===== src/design/dma_pkg.sv =====
`default_nettype none

package dma_pkg;

    // axi4-lite bus widths
    localparam int ADDR_W = 32;
    localparam int DATA_W = 32;

    // register window is 32 bytes
    // upper address bits are not decoded
    localparam int REG_AW = 5;

    // register byte offsets
    localparam logic [REG_AW-1:0] REG_SRC  = 5'h00;
    localparam logic [REG_AW-1:0] REG_DST  = 5'h04;
    localparam logic [REG_AW-1:0] REG_QTY  = 5'h08;
    localparam logic [REG_AW-1:0] REG_CTRL = 5'h0c;

    // ctrl write side
    localparam int CTRL_START_BIT = 0;

    // ctrl read side, status
    // writing 1 to the done bit clears done and err
    localparam int STAT_BUSY_BIT = 0;
    localparam int STAT_DONE_BIT = 1;
    localparam int STAT_ERR_BIT  = 2;

    // only the codes this design uses
    typedef enum logic [1:0] {
        OKAY   = 2'b00,
        SLVERR = 2'b10
    } axi_resp_t;

    // copy engine states, one word per rd/wr round
    typedef enum logic [2:0] {
        IDLE,
        RD_ADDR,
        RD_DATA,
        WR_REQ,
        WR_RESP,
        FINISH
    } dma_state_t;

endpackage

`default_nettype wire

===== src/design/dma_cfg_if.sv =====
`default_nettype none

interface dma_cfg_if #(
    parameter int QTY_W = 16
) ();
    import dma_pkg::*;

    // from the register block
    // start is a single-cycle pulse, only sent while idle
    logic              start;
    logic [ADDR_W-1:0] src_addr;
    logic [ADDR_W-1:0] dst_addr;
    logic [QTY_W-1:0]  qty;

    // from the copy engine
    // done pulses once, busy drops in the same cycle
    logic busy;
    logic done;
    // qualified by done
    logic err;

    modport regs (
        output start, src_addr, dst_addr, qty,
        input  busy, done, err
    );

    modport engine (
        input  start, src_addr, dst_addr, qty,
        output busy, done, err
    );

endinterface

`default_nettype wire


===== src/design/dma_top.sv =====
`default_nettype none

module dma_top #(
    parameter int QTY_W = 16
) (
    input  logic                       clk,
    input  logic                       rst_n_i,
    // cpu register port
    input  logic [dma_pkg::ADDR_W-1:0] s_awaddr_i,
    input  logic                       s_awvalid_i,
    output logic                       s_awready_o,
    input  logic [dma_pkg::DATA_W-1:0] s_wdata_i,
    input  logic                       s_wvalid_i,
    output logic                       s_wready_o,
    output dma_pkg::axi_resp_t         s_bresp_o,
    output logic                       s_bvalid_o,
    input  logic                       s_bready_i,
    input  logic [dma_pkg::ADDR_W-1:0] s_araddr_i,
    input  logic                       s_arvalid_i,
    output logic                       s_arready_o,
    output logic [dma_pkg::DATA_W-1:0] s_rdata_o,
    output dma_pkg::axi_resp_t         s_rresp_o,
    output logic                       s_rvalid_o,
    input  logic                       s_rready_i,
    // memory port
    output logic [dma_pkg::ADDR_W-1:0] m_awaddr_o,
    output logic                       m_awvalid_o,
    input  logic                       m_awready_i,
    output logic [dma_pkg::DATA_W-1:0] m_wdata_o,
    output logic                       m_wvalid_o,
    input  logic                       m_wready_i,
    input  dma_pkg::axi_resp_t         m_bresp_i,
    input  logic                       m_bvalid_i,
    output logic                       m_bready_o,
    output logic [dma_pkg::ADDR_W-1:0] m_araddr_o,
    output logic                       m_arvalid_o,
    input  logic                       m_arready_i,
    input  logic [dma_pkg::DATA_W-1:0] m_rdata_i,
    input  dma_pkg::axi_resp_t         m_rresp_i,
    input  logic                       m_rvalid_i,
    output logic                       m_rready_o,
    // copy finished, sticky until cleared
    output logic                       int_o
);

    // config and status between regs and engine
    dma_cfg_if #(.QTY_W(QTY_W)) cfg_if ();

    dma_regs #(
        .QTY_W (QTY_W)
    ) dma_regs_inst (
        .clk         (clk),
        .rst_n_i     (rst_n_i),
        .s_awaddr_i  (s_awaddr_i),
        .s_awvalid_i (s_awvalid_i),
        .s_awready_o (s_awready_o),
        .s_wdata_i   (s_wdata_i),
        .s_wvalid_i  (s_wvalid_i),
        .s_wready_o  (s_wready_o),
        .s_bresp_o   (s_bresp_o),
        .s_bvalid_o  (s_bvalid_o),
        .s_bready_i  (s_bready_i),
        .s_araddr_i  (s_araddr_i),
        .s_arvalid_i (s_arvalid_i),
        .s_arready_o (s_arready_o),
        .s_rdata_o   (s_rdata_o),
        .s_rresp_o   (s_rresp_o),
        .s_rvalid_o  (s_rvalid_o),
        .s_rready_i  (s_rready_i),
        .cfg_o       (cfg_if.regs),
        .int_o       (int_o)
    );

    dma_engine #(
        .QTY_W (QTY_W)
    ) dma_engine_inst (
        .clk         (clk),
        .rst_n_i     (rst_n_i),
        .cfg_i       (cfg_if.engine),
        .m_awaddr_o  (m_awaddr_o),
        .m_awvalid_o (m_awvalid_o),
        .m_awready_i (m_awready_i),
        .m_wdata_o   (m_wdata_o),
        .m_wvalid_o  (m_wvalid_o),
        .m_wready_i  (m_wready_i),
        .m_bresp_i   (m_bresp_i),
        .m_bvalid_i  (m_bvalid_i),
        .m_bready_o  (m_bready_o),
        .m_araddr_o  (m_araddr_o),
        .m_arvalid_o (m_arvalid_o),
        .m_arready_i (m_arready_i),
        .m_rdata_i   (m_rdata_i),
        .m_rresp_i   (m_rresp_i),
        .m_rvalid_i  (m_rvalid_i),
        .m_rready_o  (m_rready_o)
    );

endmodule

`default_nettype wire


===== src/design/dma_engine.sv =====
`default_nettype none

module dma_engine #(
    parameter int QTY_W = 16
) (
    input  logic                       clk,
    input  logic                       rst_n_i,
    dma_cfg_if.engine                  cfg_i,
    // axi4-lite master, memory side
    output logic [dma_pkg::ADDR_W-1:0] m_awaddr_o,
    output logic                       m_awvalid_o,
    input  logic                       m_awready_i,
    output logic [dma_pkg::DATA_W-1:0] m_wdata_o,
    output logic                       m_wvalid_o,
    input  logic                       m_wready_i,
    input  dma_pkg::axi_resp_t         m_bresp_i,
    input  logic                       m_bvalid_i,
    output logic                       m_bready_o,
    output logic [dma_pkg::ADDR_W-1:0] m_araddr_o,
    output logic                       m_arvalid_o,
    input  logic                       m_arready_i,
    input  logic [dma_pkg::DATA_W-1:0] m_rdata_i,
    input  dma_pkg::axi_resp_t         m_rresp_i,
    input  logic                       m_rvalid_i,
    output logic                       m_rready_o
);
    import dma_pkg::*;

    dma_state_t        state_q;
    logic [ADDR_W-1:0] src_q;
    logic [ADDR_W-1:0] dst_q;
    logic [QTY_W-1:0]  cnt_q;
    logic [DATA_W-1:0] data_q;
    logic              aw_seen_q;
    logic              w_seen_q;
    logic              done_q;
    logic              err_q;
    logic              aw_hs;
    logic              w_hs;
    logic              wr_req_ok;

    assign aw_hs = m_awvalid_o && m_awready_i;
    assign w_hs  = m_wvalid_o && m_wready_i;
    // both write channels taken, this cycle or earlier
    assign wr_req_ok = (aw_seen_q || aw_hs) && (w_seen_q || w_hs);

    always_ff @(posedge clk or negedge rst_n_i) begin
        if (!rst_n_i) begin
            state_q   <= IDLE;
            aw_seen_q <= 1'b0;
            w_seen_q  <= 1'b0;
            done_q    <= 1'b0;
            err_q     <= 1'b0;
        end else begin
            done_q <= 1'b0;
            case (state_q)
                IDLE: begin
                    if (cfg_i.start) begin
                        err_q <= 1'b0;
                        // empty copy goes straight to the done pulse
                        state_q <= (cfg_i.qty == '0) ? FINISH : RD_ADDR;
                    end
                end
                RD_ADDR: begin
                    if (m_arready_i) begin
                        state_q <= RD_DATA;
                    end
                end
                RD_DATA: begin
                    if (m_rvalid_i) begin
                        if (m_rresp_i != OKAY) begin
                            err_q   <= 1'b1;
                            state_q <= FINISH;
                        end else begin
                            state_q <= WR_REQ;
                        end
                    end
                end
                WR_REQ: begin
                    // aw and w finish independently
                    if (wr_req_ok) begin
                        aw_seen_q <= 1'b0;
                        w_seen_q  <= 1'b0;
                        state_q   <= WR_RESP;
                    end else begin
                        if (aw_hs) begin
                            aw_seen_q <= 1'b1;
                        end
                        if (w_hs) begin
                            w_seen_q <= 1'b1;
                        end
                    end
                end
                WR_RESP: begin
                    if (m_bvalid_i) begin
                        if (m_bresp_i != OKAY) begin
                            err_q   <= 1'b1;
                            state_q <= FINISH;
                        end else if (cnt_q == QTY_W'(1)) begin
                            state_q <= FINISH;
                        end else begin
                            state_q <= RD_ADDR;
                        end
                    end
                end
                FINISH: begin
                    // done lands with busy already low
                    done_q  <= 1'b1;
                    state_q <= IDLE;
                end
                default: state_q <= IDLE;
            endcase
        end
    end

    // addresses, remaining count, word buffer
    always_ff @(posedge clk) begin
        if (state_q == IDLE && cfg_i.start) begin
            src_q <= cfg_i.src_addr;
            dst_q <= cfg_i.dst_addr;
            cnt_q <= cfg_i.qty;
        end
        if (state_q == RD_DATA && m_rvalid_i) begin
            data_q <= m_rdata_i;
        end
        // next word after a good write response
        if (state_q == WR_RESP && m_bvalid_i && m_bresp_i == OKAY) begin
            src_q <= src_q + ADDR_W'(4);
            dst_q <= dst_q + ADDR_W'(4);
            cnt_q <= cnt_q - QTY_W'(1);
        end
    end

    assign m_araddr_o  = src_q;
    assign m_arvalid_o = (state_q == RD_ADDR);
    assign m_rready_o  = (state_q == RD_DATA);
    assign m_awaddr_o  = dst_q;
    assign m_awvalid_o = (state_q == WR_REQ) && !aw_seen_q;
    assign m_wdata_o   = data_q;
    assign m_wvalid_o  = (state_q == WR_REQ) && !w_seen_q;
    assign m_bready_o  = (state_q == WR_RESP);

    assign cfg_i.busy = (state_q != IDLE);
    assign cfg_i.done = done_q;
    assign cfg_i.err  = err_q;

    // one outstanding transaction at a time
    a_no_rd_wr_overlap : assert property (
        @(posedge clk) disable iff (!rst_n_i) !(m_arvalid_o && m_awvalid_o)
    );

    // read address held while the memory stalls
    a_araddr_stable : assert property (
        @(posedge clk) disable iff (!rst_n_i)
        m_arvalid_o && !m_arready_i |=> m_arvalid_o && $stable(m_araddr_o)
    );

endmodule

`default_nettype wire


===== src/design/dma_regs.sv =====
`default_nettype none

module dma_regs #(
    parameter int QTY_W = 16
) (
    input  logic                       clk,
    input  logic                       rst_n_i,
    // axi4-lite slave, cpu side
    input  logic [dma_pkg::ADDR_W-1:0] s_awaddr_i,
    input  logic                       s_awvalid_i,
    output logic                       s_awready_o,
    input  logic [dma_pkg::DATA_W-1:0] s_wdata_i,
    input  logic                       s_wvalid_i,
    output logic                       s_wready_o,
    output dma_pkg::axi_resp_t         s_bresp_o,
    output logic                       s_bvalid_o,
    input  logic                       s_bready_i,
    input  logic [dma_pkg::ADDR_W-1:0] s_araddr_i,
    input  logic                       s_arvalid_i,
    output logic                       s_arready_o,
    output logic [dma_pkg::DATA_W-1:0] s_rdata_o,
    output dma_pkg::axi_resp_t         s_rresp_o,
    output logic                       s_rvalid_o,
    input  logic                       s_rready_i,
    dma_cfg_if.regs                    cfg_o,
    output logic                       int_o
);
    import dma_pkg::*;

    logic              awready_q;
    logic              bvalid_q;
    logic              arready_q;
    logic              rvalid_q;
    logic [DATA_W-1:0] rdata_q;
    logic [ADDR_W-1:0] src_q;
    logic [ADDR_W-1:0] dst_q;
    logic [QTY_W-1:0]  qty_q;
    logic              start_q;
    logic              done_q;
    logic              err_q;
    logic              wr_en;
    logic              rd_en;
    logic              ctrl_wr;
    logic [DATA_W-1:0] stat_w;

    // handshake edges, valids are held so payload is stable here
    assign wr_en   = awready_q && s_awvalid_i && s_wvalid_i;
    assign rd_en   = arready_q && s_arvalid_i;
    assign ctrl_wr = wr_en && (s_awaddr_i[REG_AW-1:0] == REG_CTRL);

    // status word as seen on a ctrl read
    always_comb begin
        stat_w                = '0;
        stat_w[STAT_BUSY_BIT] = cfg_o.busy;
        stat_w[STAT_DONE_BIT] = done_q;
        stat_w[STAT_ERR_BIT]  = err_q;
    end

    always_ff @(posedge clk or negedge rst_n_i) begin
        if (!rst_n_i) begin
            awready_q <= 1'b0;
            bvalid_q  <= 1'b0;
            arready_q <= 1'b0;
            rvalid_q  <= 1'b0;
            start_q   <= 1'b0;
            done_q    <= 1'b0;
            err_q     <= 1'b0;
        end else begin
            // aw and w accepted together, one-cycle ready pulse
            // held off while a write response is still pending
            awready_q <= !awready_q && !bvalid_q && s_awvalid_i && s_wvalid_i;
            if (wr_en) begin
                bvalid_q <= 1'b1;
            end else if (s_bready_i) begin
                bvalid_q <= 1'b0;
            end
            // read side, same pattern
            arready_q <= !arready_q && !rvalid_q && s_arvalid_i;
            if (rd_en) begin
                rvalid_q <= 1'b1;
            end else if (s_rready_i) begin
                rvalid_q <= 1'b0;
            end
            // start only when idle, a start during a copy is dropped
            start_q <= ctrl_wr && s_wdata_i[CTRL_START_BIT] && !cfg_o.busy && !start_q;
            // new completion wins over a software clear in the same cycle
            if (cfg_o.done) begin
                done_q <= 1'b1;
                err_q  <= cfg_o.err;
            end else if (ctrl_wr && s_wdata_i[STAT_DONE_BIT]) begin
                done_q <= 1'b0;
                err_q  <= 1'b0;
            end
        end
    end

    always_ff @(posedge clk) begin
        if (wr_en) begin
            case (s_awaddr_i[REG_AW-1:0])
                REG_SRC: src_q <= s_wdata_i;
                REG_DST: dst_q <= s_wdata_i;
                REG_QTY: qty_q <= s_wdata_i[QTY_W-1:0];
                default: ;
            endcase
        end
        if (rd_en) begin
            case (s_araddr_i[REG_AW-1:0])
                REG_SRC:  rdata_q <= src_q;
                REG_DST:  rdata_q <= dst_q;
                REG_QTY:  rdata_q <= DATA_W'(qty_q);
                REG_CTRL: rdata_q <= stat_w;
                // holes in the window read as zero
                default:  rdata_q <= '0;
            endcase
        end
    end

    assign s_awready_o = awready_q;
    assign s_wready_o  = awready_q;
    assign s_bresp_o   = OKAY;
    assign s_bvalid_o  = bvalid_q;
    assign s_arready_o = arready_q;
    assign s_rdata_o   = rdata_q;
    assign s_rresp_o   = OKAY;
    assign s_rvalid_o  = rvalid_q;

    assign cfg_o.start    = start_q;
    assign cfg_o.src_addr = src_q;
    assign cfg_o.dst_addr = dst_q;
    assign cfg_o.qty      = qty_q;

    // sticky done is the interrupt
    assign int_o = done_q;

    // engine must be idle whenever a start goes out
    a_start_idle : assert property (
        @(posedge clk) disable iff (!rst_n_i) cfg_o.start |-> !cfg_o.busy
    );

    // write response held until the cpu takes it
    a_bvalid_hold : assert property (
        @(posedge clk) disable iff (!rst_n_i) s_bvalid_o && !s_bready_i |=> s_bvalid_o
    );

endmodule

`default_nettype wire


===== config.mk =====
export PLATFORM = sky130hd
export DESIGN_NAME = dma_top
export DESIGN_NICKNAME = d
export VERILOG_FILES = /design/src/design/dma_pkg.sv /design/src/design/dma_cfg_if.sv /design/src/design/dma_top.sv /design/src/design/dma_engine.sv /design/src/design/dma_regs.sv
export SDC_FILE = /design/constraint.sdc
export NUM_CORES = 1
export LEC_CHECK = 0
export BUFFER_PORTS_ARGS = -buffer_cell sky130_fd_sc_hd__clkbuf_2
export CAP_MARGIN = 20
export CORE_MARGIN = 3
export CORE_UTILIZATION = 40
export CTS_CLUSTER_SIZE = 16
export DETAILED_ROUTE_END_ITERATION = 8
export PLACE_DENSITY = 0.65
export SYNTH_ARGS = -nofsm -noshare
export SYNTH_HDL_FRONTEND = slang
export SYNTH_SLANG_ARGS = --single-unit

===== constraint.sdc =====
create_clock -name clk -period 4.9 [get_ports clk]
set_clock_uncertainty 0.1 [all_clocks]
set_input_delay 0.49 -clock clk [delete_from_list [all_inputs] [get_ports clk]]
set_output_delay 0.49 -clock clk [all_outputs]
set_load 0.05 [all_outputs]

# [Word level (Yosys, flattened, before mapping)]
# Index checks and enable logic that the tools add are counted.
[word_totals] regBits=238 latch_bits=0 mem_bits_rw=0 romBits=0 inputBits=144 wordCells=131 n_memories=0
[op_classes] add_sub_neg=3 mul=0 div_mod_pow=0 magnitude_cmp=0 n_eq_ne=19 shifts=0 n_mux=35 bitwise_logic=0 n_reduce_logical=54
[ops] op="2-to-1 mux 32 bit" n=4
[ops] op="case mux 32 bit (4 select lines)" n=1
[ops] op="adder 32 x 3 -> 32 bit (second input constant)" n=2
[ops] op="2-to-1 mux 16 bit" n=2
[ops] op="2-to-1 mux 3 bit" n=9
[ops] op="logical AND 1 bit" n=22
[ops] op="equality test 5 x 4 -> 1 bit (second input constant)" n=4
[ops] op="2-to-1 mux 1 bit" n=17
[ops] op="equality test 16 x 1 -> 1 bit (second input constant)" n=1
[ops] op="zero test 16 bit" n=1
[ops] op="nonzero test 2 bit" n=8
[ops] op="subtractor 16 x 1 -> 16 bit (second input constant)" n=1
[ops] op="case mux 3 bit (5 select lines)" n=1
[ops] op="equality test 5 x 3 -> 1 bit (second input constant)" n=2
[ops] op="zero test 5 bit" n=2
[ops] op="AND reduction 2 bit" n=5
[ops] op="zero test 1 bit" n=8
[ops] op="!= test 2 x 1 -> 1 bit (second input constant)" n=4
[ops] op="equality test 3 x 2 -> 1 bit (second input constant)" n=2
[ops] op="equality test 3 bit (second input constant)" n=2
[ops] op="!= test 2 bit (second input constant)" n=3
[ops] op="AND reduction 6 bit" n=1
[ops] op="nonzero test 3 bit" n=2
[ops] op="AND reduction 5 bit" n=1
[ops] op="other kinds (5)" n=6

# [Depth between registers and ports, before layout]
# Gate-level depths: netlist (run 1).
[logic_depth] ltp_word=7 mapped_depth=7

# [Cells and area by module]
# Synthesis (run 1) repeated with hierarchy kept, for this count alone.
[hier_totals] hier_cells=766 hier_area_um2=10236.1
[modules_own_cells] module="dma_engine" instances=1 cells_each=549 area_each_um2=5983.2
[modules_own_cells] module="dma_regs" instances=1 cells_each=217 area_each_um2=4252.8

# [Least setup slack after synthesis (run 1)]
# Ideal clock, no wire load.
[synth_timing] path_kind="flip-flop to flip-flop" start="register dma_regs_inst.awready_q (netlist: dma_regs_inst.s_awready_o)" end="register dma_regs_inst.src_q[0] (netlist: dma_regs_inst.cfg_o.src_addr[0]) (enable)" setup_time_ns=0.468 t_arrival_ns=3.660 required_time_ns=4.332 path_slack_ns=0.672 stages_incl_launch_ff=4 path_cell_list="dfrtp_1 > nand3_1 > nor4_1 > nor3b_1"
[synth_via] elab_chain_cells=3
[synth_rtl] item="start, declared" line_no="dma_regs.sv:30" text="logic awready_q;"
[synth_rtl] item="start signal, assigned" line_no="dma_regs.sv:71" text="awready_q <= !awready_q && !bvalid_q && s_awvalid_i && s_wvalid_i;"
[synth_rtl] item="logical AND 1 bit (2 in series)" line_no="dma_regs.sv:47" text="assign wr_en = awready_q && s_awvalid_i && s_wvalid_i;"
[synth_rtl] item="AND reduction 2 bit (no source line)"
[synth_rtl] item="end signal, assigned" line_no="dma_regs.sv:100" text="REG_SRC: src_q <= s_wdata_i;"
[synth_rtl] item="end, declared" line_no="dma_regs.sv:35" text="logic [ADDR_W-1:0] src_q;"
# Every way passes these cells.
# A chain may end at the register's enable or synchronous reset.

# [Final worst setup path (run 1)]
[layout_timing] start="register dma_regs_inst.awready_q (netlist: dma_regs_inst.s_awready_o)" end="register dma_regs_inst.src_q[19] (netlist: dma_regs_inst.cfg_o.src_addr[19]) (enable)"
# Same word-level chain as after synthesis.

==> flow_summary_export.csv, run 1 <==
group,metric,value,unit
timing,tns,0,ns
clocking,cts_resized,0,
clocking,cts.sinks,238,
timing,hold_viol,0,
finish,final_nets,1176,
synthesis,synth_ff_type,"edfxtp_1",
synthesis,ys_ff_latch,238,
synthesis,synth_seq_area_share,0.6814,
synthesis,synth.most_common_cell,"edfxtp_1",
synthesis,synth_top_area_frac,0.6477,
synthesis,synth_edf_count,224,
finish,syn2layout_area_growth,22.45,%
finish,drive_gt1_frac,0.2818,
detailed_routing,dr.first_iter.drc_count,433,
detailed_routing,drc_errors,0,
global_routing,grt_overflow,0,
clocking,cts_setup_buffers,0,
timing,worstMarginPinSlew,1.087,ns
detailed_routing,num_vias,7104,
run_status,status,"completed",
timing,maxSlewViolCount,0,
clocking,cts_buffer_depth,3,
place,dp.final_hpwl,18.32,mm
finish,fin_area,12720,sq um
floorplanning,die_y,167.1,um
power_and_ir_drop,cellPowerDensity,387.1,nW/um^2
clocking,tritoncts,"built",
clocking,root_buffer,"clkbuf_16",
synthesis,syn_avg_cell_area,12.98,sq um
power_and_ir_drop,leakage,4.818,nW
setup_path,start_kind,"flip-flop",
synthesis,async_reset_ff_frac,0.05882,
place,placed_cell_area,11880,sq um
setup_path,path_cells,"nand3_1 > nor4_1 > nor3b_2 > buf_12",
timing,min_period,2.766,ns
setup_path,crit_arrival,2.87,ns
detailed_routing,detail_route.wl_per_cell,18.75,um
floorplanning,core_region_area,25330,sq um
min_path,min_path_type,"in -> reg",
clocking,clk_pin_slew,0.06,ns
detailed_routing,ant_nets,0,
detailed_routing,wirelength,25.83,mm
synthesis,synth.area.top_cells,"edfxtp_1 (65%), nand2_1 (4.4%), xor2_1 (3.5%)",
clocking,htree_levels,1,
global_routing,antenna_found_initial,2,
synthesis,yosysTopAreaCell,"edfxtp_1",
floorplanning,std_cell_rows,58,
setup_path,worstPathMaxFanout,24,
place,place_congestion,0.7778,
floorplanning,initial_core_util,0.4100,
synthesis,ys_types,50,
synthesis,synth_area,10380,sq um
global_routing,track_usage,0.1774,
setup_path,critPathMaxStageDelay,0.86,ns
setup_path,worstSetupPathType,"reg -> reg",
timing,fmax,361.5,MHz
clocking,clkLatencyLatePin,0.52,ns
synthesis,syn_inst,800,
timing,rsz0062_at_grt,"no",
setup_path,critPathSlowestCell,"nor3b_2",
setup_path,end_kind,"flip-flop",
synthesis,synth_common_cells,"edfxtp_1 (224), nand2_1 (122), o21ai_0 (65)",
timing,post-route-period-util,0.5645,
detailed_routing,avgViaCountPerCell,5.155,
place,io_buffers,228,
global_routing,grt_max_degree,91,
job,maxCapViolCount,0,
detailed_routing,drtPass1Iterations,4,
timing,setup-violations-final,0,
clocking,cts_buffers,25,
floorplanning,io_pins,287,
global_routing,grt_pass1_vias,7054,
timing,relSlewSlack,0.2755,
floorplanning,die_x,167.1,um
setup_path,worstPathRequired,5.01,ns
floorplanning,die_area,27930,sq um
synthesis,yosysWarnings,0,
global_routing,grt_pass1_wl,39.34,mm
power_and_ir_drop,irDropWorstVdd,0.2084,mV
-- what timing repair did --
item / CTS / global route
hold buffers: 1 / 0
endpoints found under the setup margin: 0 / 0
hold endpoints to repair: 14 / 0
-- flip-flops by register name (all words and copies together) (netlist names), 3 cells and up --
name                          flops
dma_engine_inst.m_wdata_o        32
dma_regs_inst.s_rdata_o          32
dma_engine_inst.cnt_q            16
dma_regs_inst.cfg_o.dst_addr     32
dma_engine_inst.m_araddr_o       32
dma_engine_inst.m_awaddr_o       32
dma_engine_inst.state_q           3
dma_regs_inst.cfg_o.qty          16
dma_regs_inst.cfg_o.src_addr     32
-- through the flow --
stage / hold WS (ns) / utilization / setup slack (ns) / cells / total power [mW]
final: 0.04944 / 0.5021 / 2.134 / 1378 / 4.922
after global routing: 0.02658 / 0.5020 / 1.842 / 1377 / 5.105
after CTS: 0.03175 / 0.5020 / 2.064 / 1377 / 4.959
after detailed placement: 0.3264 / 0.4692 / 1.912 / 1330 / 3.057
after global placement: 0.3210 / 0.4692 / 1.976 / 1330 / 3.043
after floorplan: 0.09441 / - / 0.6718 / 803 / 2.881
-- cells by family after synthesis --
group           after synthesis  synth area share
mux                          26           0.02554
fa+ha+maj                     4          0.004819
simple gates                295            0.1433
flops                       238            0.6814
xor+xnor                     68           0.05735
compound gates              124           0.06868
other cells                   1         0.0003611
buf+inv                      44           0.01855
-- final timing paths --
kind,start,to,slack (ns),cells past startpoint
setup / recovery,dma_regs_inst.s_awready_o,dma_regs_inst.cfg_o.src_addr[19],2.13,4
hold / removal,m_rdata_i[20],dma_engine_inst.m_wdata_o[20],0.05,1
setup reg to reg,dma_regs_inst.s_awready_o,dma_regs_inst.cfg_o.src_addr[19],2.13,4
hold reg to reg,dma_regs_inst.s_arready_o,dma_regs_inst.s_arready_o,0.36,1
max in group asynchronous,rst_n_i,dma_engine_inst.w_seen_q,4.10,2
min in group asynchronous,rst_n_i,dma_regs_inst.err_q,0.33,2
-- placed cells by master (no fill, tap or decap), types with 3 or more instances in the layout --
cell       Yosys  layout
clkbuf_2       0     228
edfxtp_1     224     224
nand2_1      122     121
o21ai_0       65      65
nor2_1        53      52
xor2_1        42      42
nand3_1       34      33
xnor2_1       26      26
clkbuf_16      0      25
mux2i_1       22      22
a21oi_1       18      18
nor3_1        16      16
nand4_1       15      15
dfrtp_1       14      14
a221oi_1      13      13
o21ai_1       10      10
nor4_1         9       9
and2_1         9       8
and3_1         7       7
inv_1          6       6
clkinv_1       0       6
buf_4          5       6
nor4_4         4       5
clkinv_2       0       5
clkbuf_1      23       5
o22ai_1        4       4
a21o_1         4       4
mux2_2         4       4
ha_1           4       4
conb_1         1       4
bufinv_16      0       4
or3_1          3       3
nor3b_1        4       3
a31oi_1        3       3
-- power breakdown --
| part | switching [mW] | internal (mW) |
|---|---|---|
| Clock | 0.766 | 1.15 |
| Sequential | 0.0784 | 2.32 |
| Combinational | 0.456 | 0.155 |
-- area by class of cell --
class	count	area, sq um
multi-input combinational	521	3164
inverter	6	22.52
sequential	238	7077
clock buffer	30	644.4
antenna	1	2.502
timing repair buffer	236	1216
tap	330	412.9
fill	2207	12610
clock inverter	16	176.4
-- metal layers --
layer | track usage | vias up | routed length [um]
met1 | 0.2295 | 3460 | 10800
met4 | 0.05478 | 4 | 761
met3 | 0.03069 | 42 | 1218
met2 | 0.3073 | 191 | 13030
met5 | 0 | - | 23
li1 | - | 3407 | -
-- worst max-delay path: cells and delay by family (launching register included) --
kind	cells	cell delay (ns)
AND/OR/NAND/NOR	3	1.67
flip-flops	1	0.39
buffers and inverters	1	0.29
No activity file was read; power rests on OpenSTA's default activity.
==> run 2, diff against run 1 <==
- PLACE_DENSITY: 0.65 -> 0.67
- clock period: 4.9 -> 2.25 ns (I/O delays scaled with it)
==> flow_summary_export.csv, run 2 (same netlist as run 1, synthesis figures left out) <==
group,metric,value,unit
run_status,status,"completed",
finish,utilization,0.5420,
detailed_routing,drc_errors,0,
floorplanning,die_area,27930,sq um
setup_path,worstPathMaxFanout,9,
detailed_routing,ant_nets,0,
place,io_buffers,228,
floorplanning,initial_core_util,0.4100,
floorplanning,io_pins,287,
detailed_routing,num_vias,7545,
power_and_ir_drop,leakage,5.255,nW
finish,final_common_cell,"clkbuf_2",
power_and_ir_drop,cellPowerDensity,769.7,nW/um^2
global_routing,grt_pass1_vias,7558,
min_path,holdPathEnd,"dma_engine_inst.cfg_i.err",
setup_path,rrSetupSlack,0.21,ns
finish,mostFrequentLayoutCells,"clkbuf_2 (226), edfxtp_1 (224), nand2_1 (121)",
setup_path,timing.rr.end,"dma_engine_inst.m_araddr_o[26]",
setup_path,end_kind,"primary output",
timing,maxSlewViolCount,0,
global_routing,grt_pass1_wl,42.25,mm
clocking,clkLatencyLatePin,0.52,ns
job,maxCapViolCount,0,
clocking,cts.sinks,238,
finish,n_antenna_cell,0,
detailed_routing,dr.first_iter.drc_count,634,
place,place_congestion,0.8257,
timing,fmax,482.0,MHz
timing,min_period,2.075,ns
setup_path,critPathMaxStageDelay,0.35,ns
detailed_routing,wirelength,27.38,mm
detailed_routing,detail_route.wl_per_cell,18.52,um
setup_path,start_kind,"flip-flop",
min_path,min_path_type,"in -> reg",
finish,n_fill_cell,2150,
power_and_ir_drop,irDropWorstVdd,0.5653,mV
floorplanning,die_y,167.1,um
setup_path,crit_arrival,1.75,ns
finish,drive_gt1_frac,0.2840,
finish,final_nets,1277,
floorplanning,die_x,167.1,um
global_routing,antenna_found_initial,0,
timing,hold_viol,0,
place,dp.final_hpwl,18.85,mm
global_routing,grt_overflow,0,
finish,syn2layout_area_growth,32.19,%
timing,worstMarginPinSlew,0.5972,ns
timing,post-route-period-util,0.9221,
floorplanning,core_region_area,25330,sq um
clocking,root_buffer,"clkbuf_16",
timing,setup-violations-final,0,
global_routing,track_usage,0.1892,
setup_path,critPathSlowestCell,"dfrtp_1",
setup_path,r2r-start,"dma_engine_inst.m_araddr_o[9]",
clocking,htree_levels,1,
min_path,holdPathStages,5,
detailed_routing,drtPass1Iterations,5,
clocking,clk_pin_slew,0.06,ns
detailed_routing,avgViaCountPerCell,5.105,
setup_path,worstSetupPathType,"reg -> out",
timing,rsz0062_at_grt,"no",
global_routing,grt_max_degree,154,
setup_path,path_cells,"buf_4 > inv_1 > nor2_2 > nand2_1 > nor2_1 > clkbuf_4",
clocking,cts_buffer_depth,3,
timing,tns,0,ns
min_path,hold_path.startpoint,"m_bresp_i[0]",
clocking,tritoncts,"built",
setup_path,reg2reg_depth,6,
setup_path,worstPathRequired,1.92,ns
floorplanning,std_cell_rows,58,
clocking,cts_buffers,25,
timing,relSlewSlack,0.6019,
## run 2: changes by cell type in the layout (fill, tap and decap cells not counted), moves of 3 or more
cell and delta:
buf_12 +7, buf_4 +19, bufinv_16 -4, clkbuf_1 +3, dlygate4sd3_1 +76
## run 2: critical path: cells and delay by family (launching register included)
kind | cells | cell delay, ns
buffers and inverters | 3 | 0.49
and+or+nand+nor | 3 | 0.40
DFF | 1 | 0.35
## run 2: layout make-up
cell class	instances	area (sq um)	area share
Sequential cell	238	7078	0.5156
Clock buffer	35	683.2	0.04976
Inverter	6	22.52	0.001641
Tap cell	330	412.9	0.03008
Clock inverter	11	56.30	0.004101
Multi-Input combinational cell	521	3218	0.2344
Timing Repair Buffer	337	2257	0.1644
## run 2: how the worst max path moves through the flow
stage | end | slack, ns | startpoint | cells after the start
after floorplan | dma_engine_inst.cnt_q[0] | -0.19 | dma_engine_inst.state_q[0] | 6
after global placement | dma_engine_inst.m_araddr_o[31] | 0.18 | dma_engine_inst.m_araddr_o[9] | 5
after detailed placement | dma_engine_inst.m_araddr_o[31] | 0.12 | dma_engine_inst.m_araddr_o[9] | 5
after CTS | m_awvalid_o | 0.01 | dma_engine_inst.state_q[1] | 6
after global routing | dma_engine_inst.m_awaddr_o[29] | 0.006 | dma_engine_inst.m_awaddr_o[9] | 5
final | m_awvalid_o | 0.18 | dma_engine_inst.state_q[1] | 6
## run 2: per-layer routing
metal,wire (um),part of all wire,vias up,global-route usage
li1,-,-,3614,-
met1,11430,0.42,3639,0.2569
met2,13630,0.50,245,0.3245
met3,1543,0.056,47,0.02219
met4,777,0.028,0,0.05372
met5,0,0,-,0
## run 2: per-stage QoR
stage	hold WS (ns)	area [sq um]	cells	power (mW)	worst slack (ns)
6_report	0.03777	13730	1478	10.57	0.1753
5_1_grt	0.07865	13730	1478	10.94	0.005684
4_1_cts	0.03415	13700	1476	10.63	0.01254
3_5_place_dp	0.05592	12190	1353	6.762	0.1224
3_3_place_gp	0.05760	12190	1353	6.729	0.1810
2_1_floorplan	-0.1706	10490	803	6.310	-0.1895
## run 2: power breakdown
part	switching [mW]	total, mW	internal, mW
Sequential	0.104	5.16	5.06
Combinational	1.13	1.65	0.526
Clock	1.64	3.75	2.12
## run 2: timing repair
action,4_1_cts,5_1_grt
buffers inserted,0,2
resized for setup,2,3
pin swaps,0,2
hold buffers,77,0
cloned,0,0
endpoints found under the setup margin,2,7
hold endpoints to repair,134,0
==> run 3, diff against run 2 <==
- PLACE_DENSITY: 0.67 -> 0.65
- clock period: 2.25 -> 2 ns (I/O delays scaled with it)
==> flow_summary_export.csv, run 3 (same netlist as run 1, synthesis figures left out) <==
group,metric,value,unit
run_status,status,"completed",
setup_path,path_cells,"buf_4 > nor3b_4 > nand3_4 > buf_12 > mux2_2",
setup_path,critPathSlowestCell,"dfrtp_1",
clocking,clkLatencyLatePin,0.53,ns
power_and_ir_drop,cellPowerDensity,896.7,nW/um^2
clocking,cts.sinks,238,
setup_path,crit_arrival,2.13,ns
place,io_buffers,228,
setup_path,end_kind,"flip-flop",
floorplanning,core_region_area,25330,sq um
timing,maxSlewViolCount,0,
timing,fmax,512.2,MHz
timing,hold_viol,0,
detailed_routing,drc_errors,0,
setup_path,worstPathMaxFanout,59,
setup_path,worstSetupPathType,"reg -> reg",
floorplanning,die_x,167.1,um
detailed_routing,drtPass1Iterations,5,
timing,setup-violations-final,0,
timing,min_period,1.952,ns
clocking,cts_buffer_depth,3,
setup_path,start_kind,"flip-flop",
clocking,clk_pin_slew,0.06,ns
detailed_routing,ant_nets,0,
global_routing,grt_max_degree,95,
floorplanning,std_cell_rows,58,
place,dp.final_hpwl,19.65,mm
power_and_ir_drop,leakage,5.642,nW
floorplanning,die_y,167.1,um
clocking,tritoncts,"built",
timing,rsz0062_at_grt,"yes",
floorplanning,io_pins,287,
finish,drive_gt1_frac,0.3353,
detailed_routing,avgViaCountPerCell,5.202,
detailed_routing,dr.first_iter.drc_count,694,
power_and_ir_drop,irDropWorstVdd,0.7120,mV
floorplanning,initial_core_util,0.4100,
global_routing,track_usage,0.1989,
place,place_congestion,0.8398,
finish,regArea,7078,sq um
clocking,root_buffer,"clkbuf_16",
timing,post-route-period-util,0.9762,
finish,mostFrequentLayoutCells,"edfxtp_1 (224), clkbuf_2 (224), nand2_1 (119)",
setup_path,cp_num_buf_inv,2,
setup_path,crit_family,"buffers and inverters",
global_routing,grt_overflow,0,
global_routing,grt_pass1_wl,44.31,mm
detailed_routing,num_vias,7954,
clocking,cts_buffers,26,
global_routing,antenna_found_initial,0,
detailed_routing,wirelength,29.29,mm
setup_path,critPathMaxStageDelay,0.42,ns
finish,final_nets,1327,
floorplanning,die_area,27930,sq um
detailed_routing,detail_route.wl_per_cell,19.15,um
min_path,min_path_type,"in -> async",
job,maxCapViolCount,0,
finish,n_fill_cell,2100,
timing,tns,0,ns
finish,utilization,0.5747,
setup_path,worstPathRequired,2.18,ns
global_routing,grt_pass1_vias,7933,
finish,n_antenna_cell,0,
finish,syn2layout_area_growth,40.16,%
clocking,htree_levels,1,
finish,multiInputGateArea,3353,sq um
run 3: what timing repair did:
item	4_1_cts	5_1_grt
resized for setup	8	15
buffers inserted	3	7
setup endpoints to repair	3	26
gates cloned	0	2
pin swaps	1	8
hold endpoints to repair	137	0
hold buffers	81	0
run 3: per-stage QoR:
| step | area, sq um | setup WS, ns | instances | power (mW) | hold slack (ns) |
|---|---|---|---|---|---|
| floorplan | 10610 | -0.3991 | 803 | 7.120 | -0.1956 |
| global placement | 12590 | 0.05291 | 1388 | 7.617 | 0.02872 |
| detailed placement | 12590 | 0.04628 | 1388 | 7.657 | 0.03057 |
| CTS | 14390 | 0.008835 | 1520 | 13.07 | 0.01839 |
| global route | 14560 | -0.03307 | 1529 | 13.49 | 0.06718 |
| finish | 14560 | 0.04754 | 1529 | 13.05 | 0.04152 |
run 3: cell type report:
type,count,share of cell area
Clock buffer,29,0.04694
Clock inverter,19,0.01745
Inverter,6,0.001547
Multi-Input combinational cell,521,0.2304
Sequential cell,238,0.4863
Tap cell,330,0.02837
Timing Repair Buffer,386,0.1890
run 3: per-layer routing:
metal  global-route usage  vias up  wire, um
met4              0.05834        0       845
met5                    0        -         0
met2               0.3422      269     14720
li1                     -     3734         -
met3              0.02526       49      1692
met1               0.2669     3902     12030
run 3: final timing paths:
check / start / slack [ns] / to / depth (start not counted)
max: dma_engine_inst.state_q[2] / 0.05 / dma_engine_inst.m_araddr_o[3] / 5
min: rst_n_i / 0.04 / dma_regs_inst.s_bvalid_o / 2
max reg2reg: dma_engine_inst.state_q[2] / 0.05 / dma_engine_inst.m_araddr_o[3] / 5
min reg2reg: dma_regs_inst.s_bvalid_o / 0.34 / dma_regs_inst.s_awready_o / 1
max in group asynchronous: rst_n_i / 1.47 / dma_regs_inst.s_awready_o / 2
min in group clk: s_awaddr_i[4] / 0.04 / dma_regs_inst.err_q / 5
run 3: power by group:
group | switching, mW | leakage (nW) | internal [mW]
Sequential | 0.130 | 2.21 | 5.69
Combinational | 1.32 | 2.98 | 0.699
Clock | 1.98 | 0.455 | 3.23
Total | 3.43 | 5.64 | 9.62
